$ cat src/isa_pkg.sv
`default_nettype none

package isa_pkg;

    localparam int word_bits = 16;
    localparam int num_regs  = 8;
    localparam int reg_bits  = 3;

    typedef logic [word_bits-1:0] word_t;
    typedef logic [reg_bits-1:0]  reg_idx_t;

    // instruction word layout
    localparam int opc_msb      = 15;
    localparam int opc_lsb      = 13;
    localparam int imm_flag_bit = 12;
    localparam int rx_msb       = 11;
    localparam int rx_lsb       = 9;
    localparam int imm_msb      = 8;   // signed nine-bit immediate
    localparam int byte_msb     = 7;   // move-top byte
    localparam int ry_msb       = 2;
    localparam int cmp_zero_msb = 8;   // must be zero for register-form compare
    localparam int cmp_zero_lsb = 3;

    localparam reg_idx_t pc_reg = 3'd7;

    typedef enum logic [2:0] {
        op_mv    = 3'b000,
        op_mvt_b = 3'b001,  // imm set is mvt, clear is branch
        op_add   = 3'b010,
        op_sub   = 3'b011,
        op_ld    = 3'b100,
        op_st    = 3'b101,
        op_and   = 3'b110,
        op_other = 3'b111
    } opcode_e;

    // branch condition, lives in the rX field
    typedef enum logic [2:0] {
        cond_none = 3'd0,
        cond_eq   = 3'd1,
        cond_ne   = 3'd2,
        cond_cc   = 3'd3,
        cond_cs   = 3'd4,
        cond_pl   = 3'd5,
        cond_mi   = 3'd6
    } cond_e;

endpackage

`default_nettype wire

$ cat src/pipe_pkg.sv
`default_nettype none

package pipe_pkg;

    typedef enum logic [3:0] {
        i_nop,
        i_mov,
        i_mvt,
        i_branch,
        i_add,
        i_sub,
        i_load,
        i_store,
        i_cmp
    } instr_e;

    typedef enum logic [1:0] {
        alu_none,
        alu_mov,
        alu_add,
        alu_sub
    } alu_op_e;

    typedef struct packed {
        logic negative;
        logic zero;
        logic carry;
    } status_t;

    // record carried from stage to stage
    typedef struct packed {
        isa_pkg::word_t    op1;
        isa_pkg::word_t    op2;
        isa_pkg::word_t    out;          // result, or instruction word in fetch
        isa_pkg::reg_idx_t rx;
        isa_pkg::reg_idx_t ry;
        logic              imm;
        logic              writeback;
        logic              read;
        logic              write;
        logic              update_flags;
        instr_e            instr;
        alu_op_e           alu_op;
        isa_pkg::cond_e    cond;
    } stage_rec_t;

    localparam stage_rec_t stage_nop = '{
        op1: '0, op2: '0, out: '0,
        rx: '0, ry: '0,
        imm: 1'b0, writeback: 1'b0, read: 1'b0, write: 1'b0, update_flags: 1'b0,
        instr: i_nop, alu_op: alu_none, cond: isa_pkg::cond_none
    };

endpackage

`default_nettype wire

$ cat src/regfile_if.sv
`timescale 1ns/1ps
`default_nettype none

interface regfile_if;

    // decode read ports
    isa_pkg::reg_idx_t rd_x;
    isa_pkg::reg_idx_t rd_y;
    isa_pkg::word_t    x_data;
    isa_pkg::word_t    y_data;

    // writeback port
    logic              we;
    isa_pkg::reg_idx_t wr_addr;
    isa_pkg::word_t    wr_data;

    // r7 increment from fetch
    logic              pc_we;
    isa_pkg::word_t    pc_next;

    modport reg_side (
        input  rd_x, rd_y, we, wr_addr, wr_data, pc_we, pc_next,
        output x_data, y_data
    );

    modport dec_side (
        output rd_x, rd_y,
        input  x_data, y_data
    );

    modport wb_side (
        output we, wr_addr, wr_data, pc_we, pc_next
    );

endinterface

`default_nettype wire

$ cat src/cpu_top.sv
`timescale 1ns/1ps
`default_nettype none

module cpu_top (
    input  logic           Clock,
    input  logic           Reset,
    input  isa_pkg::word_t InstrIn,
    input  isa_pkg::word_t DataIn,
    input  logic           DataDone,
    output isa_pkg::word_t InstrAddr,
    output isa_pkg::word_t DataAddr,
    output isa_pkg::word_t DataOut,
    output logic           ReadData,
    output logic           WriteData
);

    isa_pkg::word_t       pc;
    logic                 stall;
    logic                 mem_wait;
    logic                 branch_taken;
    pipe_pkg::stage_rec_t fetch_rec;
    pipe_pkg::stage_rec_t dec_rec;
    pipe_pkg::stage_rec_t exec_rec;
    pipe_pkg::stage_rec_t mem_rec;
    pipe_pkg::stage_rec_t ret_rec;
    pipe_pkg::stage_rec_t wb_rec;

    regfile_if rf ();

    reg_file reg_file_inst (
        .Clock (Clock),
        .Reset (Reset),
        .rf    (rf.reg_side),
        .pc    (pc)
    );

    fetch_stage fetch_stage_inst (
        .Clock        (Clock),
        .Reset        (Reset),
        .pc           (pc),
        .InstrIn      (InstrIn),
        .stall        (stall),
        .mem_wait     (mem_wait),
        .branch_taken (branch_taken),
        .InstrAddr    (InstrAddr),
        .fetch_rec    (fetch_rec),
        .rf           (rf.wb_side)
    );

    decode_stage decode_stage_inst (
        .Clock     (Clock),
        .Reset     (Reset),
        .fetch_rec (fetch_rec),
        .exec_rec  (exec_rec),
        .mem_rec   (mem_rec),
        .ret_rec   (ret_rec),
        .wb_rec    (wb_rec),
        .mem_wait  (mem_wait),
        .rf        (rf.dec_side),
        .stall     (stall),
        .dec_rec   (dec_rec)
    );

    // status register stays local to execute
    execute_stage execute_stage_inst (
        .Clock    (Clock),
        .Reset    (Reset),
        .dec_rec  (dec_rec),
        .mem_wait (mem_wait),
        .exec_rec (exec_rec),
        .flags    ()
    );

    memory_stage memory_stage_inst (
        .Clock        (Clock),
        .Reset        (Reset),
        .exec_rec     (exec_rec),
        .DataIn       (DataIn),
        .DataDone     (DataDone),
        .DataAddr     (DataAddr),
        .DataOut      (DataOut),
        .ReadData     (ReadData),
        .WriteData    (WriteData),
        .mem_wait     (mem_wait),
        .branch_taken (branch_taken),
        .mem_rec      (mem_rec),
        .ret_rec      (ret_rec),
        .wb_rec       (wb_rec),
        .rf           (rf.wb_side)
    );

endmodule

`default_nettype wire

$ cat src/decode_stage.sv
`timescale 1ns/1ps
`default_nettype none

module decode_stage (
    input  logic                 Clock,
    input  logic                 Reset,
    input  pipe_pkg::stage_rec_t fetch_rec,
    input  pipe_pkg::stage_rec_t exec_rec,
    input  pipe_pkg::stage_rec_t mem_rec,
    input  pipe_pkg::stage_rec_t ret_rec,
    input  pipe_pkg::stage_rec_t wb_rec,
    input  logic                 mem_wait,
    regfile_if.dec_side          rf,
    output logic                 stall,
    output pipe_pkg::stage_rec_t dec_rec
);

    isa_pkg::word_t       ir;
    isa_pkg::opcode_e     opcode;
    isa_pkg::reg_idx_t    rx_field;
    isa_pkg::word_t       imm_sext;
    logic                 imm_flag;
    logic                 use_x;
    logic                 use_y;
    logic                 raw_hazard;
    logic                 branch_busy;
    pipe_pkg::stage_rec_t dec;
    pipe_pkg::stage_rec_t later [5];

    assign ir       = fetch_rec.out;
    assign opcode   = isa_pkg::opcode_e'(ir[isa_pkg::opc_msb:isa_pkg::opc_lsb]);
    assign imm_flag = ir[isa_pkg::imm_flag_bit];
    assign rx_field = ir[isa_pkg::rx_msb:isa_pkg::rx_lsb];
    assign imm_sext = isa_pkg::word_t'(signed'(ir[isa_pkg::imm_msb:0]));

    assign rf.rd_x = rx_field;
    assign rf.rd_y = ir[isa_pkg::ry_msb:0];

    always_comb begin
        dec = pipe_pkg::stage_nop;
        if (ir != '0) begin
            dec.rx  = rx_field;
            dec.ry  = ir[isa_pkg::ry_msb:0];
            dec.imm = imm_flag;
            dec.op1 = rf.x_data;
            dec.op2 = imm_flag ? imm_sext : rf.y_data;
            case (opcode)
                isa_pkg::op_mv: begin
                    dec.instr     = pipe_pkg::i_mov;
                    dec.alu_op    = pipe_pkg::alu_mov;
                    dec.writeback = 1'b1;
                end
                isa_pkg::op_mvt_b: begin
                    dec.writeback = 1'b1;
                    if (imm_flag) begin
                        dec.instr  = pipe_pkg::i_mvt;
                        dec.alu_op = pipe_pkg::alu_mov;
                        dec.op2    = {ir[isa_pkg::byte_msb:0], 8'h00};
                    end else begin
                        // target = own address + 1 + offset, written into r7
                        dec.instr  = pipe_pkg::i_branch;
                        dec.alu_op = pipe_pkg::alu_add;
                        dec.imm    = 1'b1;
                        dec.op1    = fetch_rec.op1 + 1'b1;
                        dec.op2    = imm_sext;
                        dec.rx     = isa_pkg::pc_reg;
                        dec.cond   = (rx_field == 3'd7) ? isa_pkg::cond_none
                                                        : isa_pkg::cond_e'(rx_field);
                    end
                end
                isa_pkg::op_add: begin
                    dec.instr     = pipe_pkg::i_add;
                    dec.alu_op    = pipe_pkg::alu_add;
                    dec.writeback = 1'b1;
                end
                isa_pkg::op_sub: begin
                    dec.instr     = pipe_pkg::i_sub;
                    dec.alu_op    = pipe_pkg::alu_sub;
                    dec.writeback = 1'b1;
                end
                isa_pkg::op_ld: begin
                    dec.instr     = pipe_pkg::i_load;  // op2 is the address
                    dec.read      = 1'b1;
                    dec.writeback = 1'b1;
                end
                isa_pkg::op_st: begin
                    dec.instr = pipe_pkg::i_store;  // op1 is the store data
                    dec.write = 1'b1;
                end
                isa_pkg::op_other: begin
                    if (imm_flag || ir[isa_pkg::cmp_zero_msb:isa_pkg::cmp_zero_lsb] == '0) begin
                        dec.instr        = pipe_pkg::i_cmp;
                        dec.alu_op       = pipe_pkg::alu_sub;
                        dec.update_flags = 1'b1;
                    end else begin
                        dec = pipe_pkg::stage_nop;
                    end
                end
                default: dec = pipe_pkg::stage_nop;  // logic ops not supported
            endcase
        end
    end

    // rX is checked conservatively, rY only in register form
    assign use_x = dec.instr != pipe_pkg::i_nop && dec.instr != pipe_pkg::i_branch;
    assign use_y = dec.instr != pipe_pkg::i_nop && !dec.imm;

    assign later = '{dec_rec, exec_rec, mem_rec, ret_rec, wb_rec};

    always_comb begin
        raw_hazard  = 1'b0;
        branch_busy = 1'b0;
        for (int i = 0; i < 5; i++) begin
            if (later[i].writeback && use_x && later[i].rx == dec.rx) begin
                raw_hazard = 1'b1;
            end
            if (later[i].writeback && use_y && later[i].rx == dec.ry) begin
                raw_hazard = 1'b1;
            end
            if (later[i].instr == pipe_pkg::i_branch) begin
                branch_busy = 1'b1;  // hold until the new r7 is known
            end
        end
    end

    assign stall = raw_hazard || branch_busy;

    always_ff @(posedge Clock or posedge Reset) begin
        if (Reset) begin
            dec_rec <= pipe_pkg::stage_nop;
        end else if (!mem_wait) begin
            dec_rec <= stall ? pipe_pkg::stage_nop : dec;  // bubble while held
        end
    end

endmodule

`default_nettype wire

$ cat src/execute_stage.sv
`timescale 1ns/1ps
`default_nettype none

module execute_stage (
    input  logic                 Clock,
    input  logic                 Reset,
    input  pipe_pkg::stage_rec_t dec_rec,
    input  logic                 mem_wait,
    output pipe_pkg::stage_rec_t exec_rec,
    output pipe_pkg::status_t    flags
);

    logic [isa_pkg::word_bits:0] sum;  // msb is carry-out
    logic                        cond_met;
    pipe_pkg::stage_rec_t        res;
    pipe_pkg::status_t           next_flags;

    always_comb begin
        case (dec_rec.alu_op)
            pipe_pkg::alu_mov: sum = {1'b0, dec_rec.op2};
            pipe_pkg::alu_add: sum = {1'b0, dec_rec.op1} + {1'b0, dec_rec.op2};
            pipe_pkg::alu_sub: sum = {1'b0, dec_rec.op1} + {1'b0, ~dec_rec.op2} + 1'b1;
            default:           sum = '0;
        endcase
    end

    always_comb begin
        case (dec_rec.cond)
            isa_pkg::cond_eq: cond_met = flags.zero;
            isa_pkg::cond_ne: cond_met = !flags.zero;
            isa_pkg::cond_cc: cond_met = !flags.carry;
            isa_pkg::cond_cs: cond_met = flags.carry;
            isa_pkg::cond_pl: cond_met = !flags.zero && !flags.negative;
            isa_pkg::cond_mi: cond_met = !flags.zero && flags.negative;
            default:          cond_met = 1'b1;
        endcase
    end

    always_comb begin
        res     = dec_rec;
        res.out = sum[isa_pkg::word_bits-1:0];
        if (!cond_met) begin
            res = pipe_pkg::stage_nop;  // branch not taken
        end
    end

    assign next_flags.negative = sum[isa_pkg::word_bits-1];
    assign next_flags.zero     = sum[isa_pkg::word_bits-1:0] == '0;
    assign next_flags.carry    = sum[isa_pkg::word_bits];  // op1 >= op2 unsigned

    always_ff @(posedge Clock or posedge Reset) begin
        if (Reset) begin
            exec_rec <= pipe_pkg::stage_nop;
            flags    <= '0;
        end else if (!mem_wait) begin
            exec_rec <= res;
            if (res.update_flags) begin
                flags <= next_flags;  // only compare writes status
            end
        end
    end

endmodule

`default_nettype wire

$ cat src/fetch_stage.sv
`timescale 1ns/1ps
`default_nettype none

module fetch_stage (
    input  logic                 Clock,
    input  logic                 Reset,
    input  isa_pkg::word_t       pc,
    input  isa_pkg::word_t       InstrIn,
    input  logic                 stall,
    input  logic                 mem_wait,
    input  logic                 branch_taken,
    output isa_pkg::word_t       InstrAddr,
    output pipe_pkg::stage_rec_t fetch_rec,
    regfile_if.wb_side           rf
);

    logic                 advance;
    logic                 redirect;  // r7 already holds the branch target
    pipe_pkg::stage_rec_t fetched;

    assign advance   = !stall && !mem_wait && !branch_taken;
    assign InstrAddr = (advance && !redirect) ? pc + 1'b1 : pc;

    assign rf.pc_we   = advance;
    assign rf.pc_next = InstrAddr;

    always_comb begin
        fetched     = pipe_pkg::stage_nop;
        fetched.op1 = InstrAddr;  // own address, used for branch targets
        fetched.out = InstrIn;
    end

    always_ff @(posedge Clock or posedge Reset) begin
        if (Reset) begin
            fetch_rec <= pipe_pkg::stage_nop;
            redirect  <= 1'b0;
        end else if (branch_taken) begin
            fetch_rec <= pipe_pkg::stage_nop;  // drop the fall-through instruction
            redirect  <= 1'b1;
        end else if (advance) begin
            fetch_rec <= fetched;
            redirect  <= 1'b0;
        end
    end

endmodule

`default_nettype wire

$ cat src/memory_stage.sv
`timescale 1ns/1ps
`default_nettype none

module memory_stage (
    input  logic                 Clock,
    input  logic                 Reset,
    input  pipe_pkg::stage_rec_t exec_rec,
    input  isa_pkg::word_t       DataIn,
    input  logic                 DataDone,
    output isa_pkg::word_t       DataAddr,
    output isa_pkg::word_t       DataOut,
    output logic                 ReadData,
    output logic                 WriteData,
    output logic                 mem_wait,
    output logic                 branch_taken,
    output pipe_pkg::stage_rec_t mem_rec,
    output pipe_pkg::stage_rec_t ret_rec,
    output pipe_pkg::stage_rec_t wb_rec,
    regfile_if.wb_side           rf
);

    pipe_pkg::stage_rec_t returned;

    // request levels come straight from the memory-request register
    assign ReadData  = mem_rec.read;
    assign WriteData = mem_rec.write;
    assign DataAddr  = mem_rec.op2;
    assign DataOut   = mem_rec.op1;
    assign mem_wait  = (mem_rec.read || mem_rec.write) && !DataDone;

    always_comb begin
        returned = mem_rec;
        if (mem_rec.read) begin
            returned.out = DataIn;  // load data
        end
    end

    always_ff @(posedge Clock or posedge Reset) begin
        if (Reset) begin
            mem_rec <= pipe_pkg::stage_nop;
            ret_rec <= pipe_pkg::stage_nop;
            wb_rec  <= pipe_pkg::stage_nop;
        end else begin
            if (mem_wait) begin
                ret_rec <= pipe_pkg::stage_nop;  // request held, bubble behind it
            end else begin
                mem_rec <= exec_rec;
                ret_rec <= returned;
            end
            wb_rec <= ret_rec;
        end
    end

    assign rf.we      = wb_rec.writeback;
    assign rf.wr_addr = wb_rec.rx;
    assign rf.wr_data = wb_rec.out;

    assign branch_taken = wb_rec.instr == pipe_pkg::i_branch;

endmodule

`default_nettype wire

$ cat src/reg_file.sv
`timescale 1ns/1ps
`default_nettype none

module reg_file (
    input  logic           Clock,
    input  logic           Reset,
    regfile_if.reg_side    rf,
    output isa_pkg::word_t pc
);

    isa_pkg::word_t regs [isa_pkg::num_regs];
    logic           wb_hits_pc;

    assign rf.x_data = regs[rf.rd_x];
    assign rf.y_data = regs[rf.rd_y];
    assign pc        = regs[isa_pkg::pc_reg];

    // a taken branch overrides the fetch increment
    assign wb_hits_pc = rf.we && (rf.wr_addr == isa_pkg::pc_reg);

    always_ff @(posedge Clock or posedge Reset) begin
        if (Reset) begin
            for (int i = 0; i < isa_pkg::num_regs; i++) begin
                regs[i] <= '0;
            end
            regs[isa_pkg::pc_reg] <= '1;  // first fetch lands on address 0
        end else begin
            if (rf.we) begin
                regs[rf.wr_addr] <= rf.wr_data;
            end
            if (rf.pc_we && !wb_hits_pc) begin
                regs[isa_pkg::pc_reg] <= rf.pc_next;
            end
        end
    end

endmodule

`default_nettype wire

$ cat config.mk
export PLATFORM = sky130hd
export DESIGN_NAME = cpu_top
export DESIGN_NICKNAME = d
export VERILOG_FILES = /design/src/isa_pkg.sv /design/src/pipe_pkg.sv /design/src/regfile_if.sv /design/src/cpu_top.sv /design/src/decode_stage.sv /design/src/execute_stage.sv /design/src/fetch_stage.sv /design/src/memory_stage.sv /design/src/reg_file.sv
export SDC_FILE = /design/constraint.sdc
export NUM_CORES = 1
export LEC_CHECK = 0
export BUFFER_PORTS_ARGS = -buffer_cell sky130_fd_sc_hd__buf_4
export CAP_MARGIN = 15
export CORE_UTILIZATION = 45
export CTS_CLUSTER_SIZE = 12
export DETAILED_ROUTE_END_ITERATION = 8
export HOLD_SLACK_MARGIN = 0.03
export PLACE_DENSITY = 0.65
export SLEW_MARGIN = 20
export SYNTH_ARGS = -nofsm -noshare
export SYNTH_HDL_FRONTEND = slang
export SYNTH_SLANG_ARGS = --single-unit
export TNS_END_PERCENT = 10
$ cat constraint.sdc
create_clock -name Clock -period 11.95 [get_ports Clock]
set_input_delay 0.5975 -clock Clock [delete_from_list [all_inputs] [get_ports Clock]]
set_output_delay 0.5975 -clock Clock [all_outputs]
set_load 0.03 [all_outputs]
==> summary.md, run 1 <==
| Metric | Value |
|---|---|
| Layout cells sized above 1 | 19.79% |
| Top cell type by total area after synthesis | dfrtp_1 |
| Worst-path cell chain | inv_1 -> ha_1 -> nor4b_1 -> and4_1 -> or4_1 -> o2111ai_1 -> nand4_4 -> a211oi_4 -> buf_4 -> nand4_1 -> xnor2_1 -> buf_4 |
| Routed WL per cell | between 20 and 25 µm |
| Avg Inst Size Synth | approximately 10 µm² |
| Worst Setup SP | fetch_stage_inst.fetch_rec[35] |
| Area Overhead vs Synth | 10.71% |
| Hold Crit Class | input port to asynchronous set/reset pin |
| # diodes | 0 |
| Critical Path RT | ~11000 ps |
| Asr flop ratio synth | 100.0% |
| CP endpoint | InstrAddr[10] |
| Max-cap violations | 0 |
| Reg2Reg Launch Point | fetch_stage_inst.fetch_rec[35] |
| DR DRC count | 0 |
| Routed wire length | 57.70 mm |
| Gr ovfl total | 0 |
| Tmin final | 5876 ps |
| # resized after CTS | 0 |
| Area contributors post-synth | dfrtp_1, nand2_1, mux4_2, mux2_2, mux2i_1 |
| Tot GR Track Use | 25.32% |
| Pleak | 10.43 nW |
| Post-CTS Hold Buffers | 0 |
| Fin. Hold Viols | 0 |
| Largest net degree at the start of global routing | between 90 and 100 |
| RePlAce Congestion | 0.9036 |
| Register-to-Register Path Depth | 10 |
| Detailed router's first-iteration violation count | 1562 |
| Share of the synthesized area in the top cell type | 44.16% |
| Top post-synthesis cells by count | nand2_1, dfrtp_1, mux2_2, clkbuf_1, o21ai_0 |
| Detail Placement HPWL | 39.36 mm |
| Post-layout util | 50.74% |
| Clock Latency Late Sink | 580 ps |
| IO Pins | 85 |
| Max Clock Skew | between 15 and 20 ps |
| Fill count | between 4000 and 5000 |
| Crit path DAT | 5280 ps |
| Cell row count | 77 |
| Vias in the first global route | 15201 |
| Worst R2R End | reg_file_inst.pc[1] |
| CP max stage cell | dfrtp_1 |
| PD cells | between 300 and 400 mW/mm² |
| Die height | around 210 µm |
| Post-Syn Area | 0.02040 mm² |
| Critical Path End Type | output pin |
| Initial Util | 45.83% |
| Crit path kind | flop to output pin |
| Startpoint Class | flop |
| Nets@finish | 2056 |
| FF+latch count, synth | 376 |
| Max FFs per register | around 110 |
| Netlist cell types | 76 |
| Via/cell ratio | around 5.9 |
| Fin cells | between 2000 and 3000 |
| Setup slack, reg-to-reg | 7330 ps |
| Max FO, Critical Path | 73 |
| Synth warnings | 0 |
| Post-CTS setup buffer count | 0 |
| Clock sink count | between 300 and 400 |
| Max VDD drop | 0.3160 mV |
| Vias | 15389 |
| Post-synth EDFFs | 0 |
| Die Outline Area | 0.04619 mm² |
| Count leader, synth | nand2_1 |
| Die X | 214.9 µm |
| Top flop regs | reg_file_inst.regs (112), execute_stage_inst.exec_rec (58), decode_stage_inst.dec_rec (48) |
| Initial antenna violation count | 0 |
| Period utilization | around half |
| First-pass GRT wire length | about 90 mm |
| Synth Flop Type | dfrtp_1 |
| Post-route ant nets | 0 |
| Port Buffers | 84 |
| RSZ-0062 raised after global routing | no |
| Syn Nets | 2066 |
| Sequential area share after synthesis | 46.22% |
| Final-report max-slew violation count | 0 |
| Clock transition at path regs | 60 ps |
| Run status | finished clean |
| Cells after Synth | 1990 |
| Placed Cells incl. Taps | approximately 2500 |
| Worst slew margin | between 20 and 25% |
| H-tree depth | 2 |
| Worst-Margin Slew | 1194 ps |
| Core area | around 0.045 mm² |
| Cell mode on critical path | buf_4 |
| Setup TNS | 0 ps |
| Fmax | 170.2 MHz |
| Total CTS buffers | a little over 40 |
| CTS tree | built |
| CTS Buffer Depth | 3 |
| Biggest register | reg_file_inst.regs |
| Count of final setup violators | 0 |
| Crit-path max cell delay | 780 ps |
| Root Buffer | clkbuf_16 |
| DRT Pass-1 Iters | 7 |
==> metal layers <==
layer | track usage (%) | share of wire (%)
met5 | 0 | 0
met4 | 7.190 | 2.7
met3 | 3.907 | 5.9
met2 | 39.54 | 46
met1 | 36.52 | 45
==> layout make-up <==
class	instances	area, µm²	share of cell area (%)
multi-input combinational	1394	10020	44.38
tap	592	740.7	3.279
clock inverter	11	131.4	0.5817
clock buffer	63	1189	5.263
inverter	54	210.2	0.9306
sequential	376	9433	41.76
timing repair buffer	113	859.6	3.806
==> cells in the final DEF, fill, tap and decap left out, types with 7 or more instances in the layout <==
cell type / instances
nand3_1: 34
mux4_2: 63
clkbuf_1: 14
o211ai_1: 12
nand2_1: 380
or3_1: 10
and3_1: 13
dfrtp_1: 357
mux2_2: 119
xnor2_1: 35
ha_1: 39
buf_4: 111
dfstp_2: 16
a21o_1: 19
o21ai_0: 99
and2_1: 15
a31oi_1: 20
o31ai_1: 31
xor2_1: 18
o22ai_1: 37
a21oi_1: 48
nor2_1: 96
a211oi_1: 10
nor3_1: 26
a22o_1: 29
inv_1: 53
nand2b_1: 19
mux2i_1: 58
clkbuf_16: 41
clkbuf_8: 8
or4_1: 7
o21ai_1: 16
nand4_1: 13
nor2b_1: 21
==> metrics by stage <==
step	total power [W]	setup WS, ps	hold WS [ps]	instance area, µm²
floorplan	0.004826	935.0	331.2	20400
global placement	0.005769	6827	338.5	21250
detailed placement	0.005856	6729	336.4	21250
CTS	0.007142	6090	141.5	22570
global route	0.007568	5771	190.0	22590
finish	0.007127	6074	136.1	22590
==> worst min path at each step <==
stage	endpoint	slack [ps]	cells after the start
global route	memory_stage_inst.DataAddr[15]	190	2
floorplan	memory_stage_inst.rf.wr_data[0]	330	0
global placement	memory_stage_inst.rf.wr_data[11]	340	0
CTS	memory_stage_inst.DataAddr[15]	140	2
finish	memory_stage_inst.DataAddr[15]	140	2
detailed placement	memory_stage_inst.rf.wr_data[11]	340	0
==> logic make-up (layout without fill, tap and decap cells) <==
logic type | Yosys count | count (layout) | share of synthesized area (%)
fa+ha+maj | 41 | 41 | 2.588
compound gates | 383 | 383 | 12.61
buf+inv | 220 | 241 | 4.864
simple gates | 677 | 677 | 15.08
xor+xnor | 53 | 53 | 2.275
flops | 376 | 376 | 46.22
mux | 240 | 240 | 16.37
==> power by group <==
| part | internal, W | switching (W) | total [W] | leakage, nW |
|---|---|---|---|---|
| clock | 0.000731 | 0.000529 | 0.00126 | 0.649 |
| combinational | 0.00136 | 0.00219 | 0.00355 | 4.80 |
| sequential | 0.00180 | 0.000526 | 0.00232 | 4.98 |
| total | 0.00388 | 0.00324 | 0.00713 | 10.4 |
==> worst max-delay path, delay by kind of cell (launching register included) <==
family                     cells  cell delay, ps
and+or+nand+nor                5            1580
buffers and inverters          3            1150
DFF                            1             780
AOI/OAI and AO/OA              2             680
adders and majority gates      1             270
xor gates and xnor gates       1             200
(Power assumes the default switching activity.)
==> run 2, diff against run 1 <==
--- a/config.mk
+++ b/config.mk
@@ -5,6 +5,7 @@
 export SDC_FILE = /design/constraint.sdc
 export NUM_CORES = 1
 export LEC_CHECK = 0
+export ABC_AREA = 1
 export BUFFER_PORTS_ARGS = -buffer_cell sky130_fd_sc_hd__buf_4
 export CAP_MARGIN = 15
 export CORE_UTILIZATION = 45
==> constraint.sdc (replaced) <==
create_clock -name Clock -period 5.9 [get_ports Clock]
set_input_delay 0.295 -clock Clock [delete_from_list [all_inputs] [get_ports Clock]]
set_output_delay 0.295 -clock Clock [all_outputs]
set_load 0.03 [all_outputs]
==> summary.md, run 2 <==
| Metric | Value |
|---|---|
| Syn Nets | 2820 (+36%) |
| Core area | 0.04528 mm² (+1.7%) |
| DRT Pass-1 Iters | 6 (-1) |
| Pleak | 11.02 nW (+5.7%) |
| Worst-Margin Slew | 1135 ps (-59.26 ps) |
| FF+latch count, synth | 376 (unchanged) |
| Final-report max-slew violation count | 0 (unchanged) |
| Post-synth EDFFs | 0 (unchanged) |
| RePlAce Congestion | 0.9590 (+6.1%) |
| Nets@finish | 2810 (+37%) |
| Post-CTS setup buffer count | 0 (unchanged) |
| Worst slew margin | 23.54% (+3.2 points) |
| Share of the synthesized area in the top cell type | 43.76% (-0.40 points) |
| Asr flop ratio synth | 100.0% (unchanged) |
| Clock Latency Late Sink | 570 ps (about the same) |
| Fill count | 4477 (+9.8%) |
| Port Buffers | 84 (unchanged) |
| Total CTS buffers | 42 (+2.4%) |
| Area Overhead vs Synth | 11.21% |
| Count of final setup violators | 0 (unchanged) |
| Cells after Synth | 2744 (+38%) |
| CTS Buffer Depth | 3 (unchanged) |
| Register-to-Register Path Depth | 19 (+9) |
| H-tree depth | 2 (unchanged) |
| Reg2Reg Launch Point | fetch_stage_inst.fetch_rec[35] |
| Top post-synthesis cells by count | nand2_1, dfrtp_1, o21ai_0, inv_1, nor2_1 |
| Clock sink count | 376 (unchanged) |
| Worst Hold Depth | 4 |
| Startpoint Class | flop |
| Count leader, synth | nand2_1 |
| Detailed router's first-iteration violation count | 2154 (+38%) |
| Biggest register | reg_file_inst.regs |
| Setup TNS | 0 ps (unchanged) |
| Netlist cell types | 52 (-32%) |
| CTS tree | built |
| Fmax | 219.5 MHz |
| Root Buffer | clkbuf_16 |
| Die Outline Area | 0.04661 mm² (+0.90%) |
| Max FFs per register | 112 (unchanged) |
| Multi-input logic area | 0.009079 mm² (-9.4%) |
| Top cell type by total area after synthesis | dfrtp_1 |
| Cell row count | 78 (+1.3%) |
| Pre-CTS WS | 1981 ps (-4748 ps) |
| PD cells | 680.0 mW/mm² (+120%) |
| # resized after CTS | 0 (unchanged) |
| Crit-path max cell delay | 640 ps (-140 ps) |
| Crit path kind | flop to output pin |
| Run status | finished clean |
| Routed WL per cell | 19.98 µm (-9.9%) |
| Synth warnings | 0 (unchanged) |
| Tot GR Track Use | 28.98% (+3.7 points) |
| Sequential area share after synthesis | 45.80% (-0.42 points) |
| DR DRC count | 0 (unchanged) |
| First-pass GRT wire length | 104.7 mm (+16%) |
| Detail Placement HPWL | 47.20 mm (+20%) |
| Critical Path End Type | output pin |
| Register area | 0.009432 mm² (about the same) |
| Worst Hold End | memory_stage_inst.ret_rec[24] |
| Initial antenna violation count | 0 (unchanged) |
| Synth Flop Type | dfrtp_1 |
| Period utilization | between 70 and 80% |
| Setup slack, reg-to-reg | 2020 ps (-5310 ps) |
| Commonest cells after routing, fill and taps aside | nand2_1, dfrtp_1, o21ai_0, inv_1, nor2_1 |
| Vias | 18871 (+23%) |
| Via/cell ratio | 5.608 (-5.1%) |
| Max VDD drop | 0.3994 mV (+26%) |
| Post-route ant nets | 0 (unchanged) |
| Clock transition at path regs | 60 ps (about the same) |
| Final hold slack | 56.11 ps (-80.03 ps) |
| Tmin final | ~4600 ps |
| Area contributors post-synth | dfrtp_1, nand2_1, o21ai_0, inv_1, a21oi_1 |
| Hold Crit Start | DataIn[4] |
| Die height | 215.9 µm (+0.45%) |
| IO Pins | 85 (unchanged) |
| Initial Util | 45.46% (-0.37 points) |
| Worst R2R End | fetch_stage_inst.fetch_rec[52] |
| Cell mode on critical path | nand3_1 |
| Routed wire length | 67.23 mm (+17%) |
| Fin. Hold Viols | 0 (unchanged) |
| Avg Inst Size Synth | 7.503 µm² (-27%) |
| Max Clock Skew | 22.43 ps (+3.541 ps) |
| Post-Syn Area | 0.02059 mm² (+0.91%) |
| Final Power | 0.01557 W (+120%) |
| Critical Path RT | 5610 ps (-5740 ps) |
| RSZ-0062 raised after global routing | no |
| Worst-path cell chain | inv_2 -> nand3_2 -> nor2_2 -> buf_4 -> inv_2 -> nand2_1 -> nand3_1 -> nand2_1 -> nand2_1 -> nand3_1 -> nor2_1 -> nor2_1 -> nand3_1 -> nor2_4 -> nand3_1 -> and2_1 -> buf_4 |
| CP max stage cell | nor2_4 |
| Crit path DAT | 4260 ps (-1020 ps) |
| Layout cells sized above 1 | 8.716% (-11 points) |
| Gr ovfl total | 0 (unchanged) |
| Hold Crit Class | input port to flop |
| Max-cap violations | 0 (unchanged) |
| Largest net degree at the start of global routing | 145 (+46%) |
| Die X | 215.9 µm (+0.45%) |
| Vias in the first global route | 17830 (+17%) |
| Worst setup margin | 1345 ps (-4730 ps) |
| Max FO, Critical Path | 34 (-53%) |
| Most common cell after layout, fill and taps aside | nand2_1 |
| Top flop regs | reg_file_inst.regs (112), execute_stage_inst.exec_rec (58), decode_stage_inst.dec_rec (48) |
| # diodes | 0 (unchanged) |
| Post-layout util | 50.56% (-0.19 points) |
==> run 2: cell count changes after synthesis, moves of 24 or more <==
cell,delta
xnor2_1,-30
mux2_2,-103
a21oi_1,+115
mux4_2,-63
nor2_1,+87
inv_1,+273
o31ai_1,-29
nand2_1,+312
nand3_1,+117
clkbuf_1,+24
o22ai_1,+48
mux2i_1,-58
o21ai_0,+250
==> run 2: cell families after synthesis <==
family          synth area share (%)
simple gates                   21.56
mux                           0.8752
flops                          45.80
xor+xnor                      0.7232
buf+inv                        10.20
fa+ha+maj                      2.565
compound gates                 18.28
==> run 2: how the worst max path moves through the flow <==
stage                                         startpoint                            to  slack, ps
after global routing      fetch_stage_inst.fetch_rec[31]                  InstrAddr[1]       1020
after floorplan                                    Reset  decode_stage_inst.dec_rec[0]        570
after detailed placement  fetch_stage_inst.fetch_rec[35]                  InstrAddr[1]       1980
after global placement    fetch_stage_inst.fetch_rec[35]                  InstrAddr[1]       2060
final                     fetch_stage_inst.fetch_rec[35]                  InstrAddr[1]       1340
after CTS                 fetch_stage_inst.fetch_rec[35]                  InstrAddr[1]       1390
==> run 2: power breakdown <==
group | total (W) | switching (W) | internal [W]
Clock | 0.00262 | 0.00107 | 0.00155
Combinational | 0.00849 | 0.00612 | 0.00237
Sequential | 0.00446 | 0.000851 | 0.00361
==> run 2: layer usage <==
layer	share of wire, %	global-route usage, %	up-vias
li1	-	-	8907
met1	47	43.18	9078
met2	43	43.03	767
met3	6.8	2.847	119
met4	3.8	11.83	0
met5	0	0	-
==> run 2: final cells by class <==
type | instances | share of cell area [%]
multi-input combinational | 1849 | 39.65
timing repair buffer | 123 | 4.317
clock inverter | 16 | 0.8252
tap | 600 | 3.279
inverter | 342 | 5.634
sequential | 376 | 41.20
clock buffer | 59 | 5.093
==> run 2: what timing repair did <==
action | in CTS | in global routing
hold endpoints to repair | 52 | 0
setup endpoints to repair | 0 | 0
hold buffers | 16 | 0
==> run 2: stage by stage <==
step	instances	instance area, µm²
4_1_cts	3365	22890
3_5_place_dp	3274	21370
2_1_floorplan	2744	20590
6_report	3365	22890
5_1_grt	3365	22890
3_3_place_gp	3274	21370
==> run 2: critical path: cells and delay by family, from the launching register on <==
family / cells / cell delay (ps)
simple gates: 13 / 2370
flops: 1 / 440
buf+inv: 4 / 850
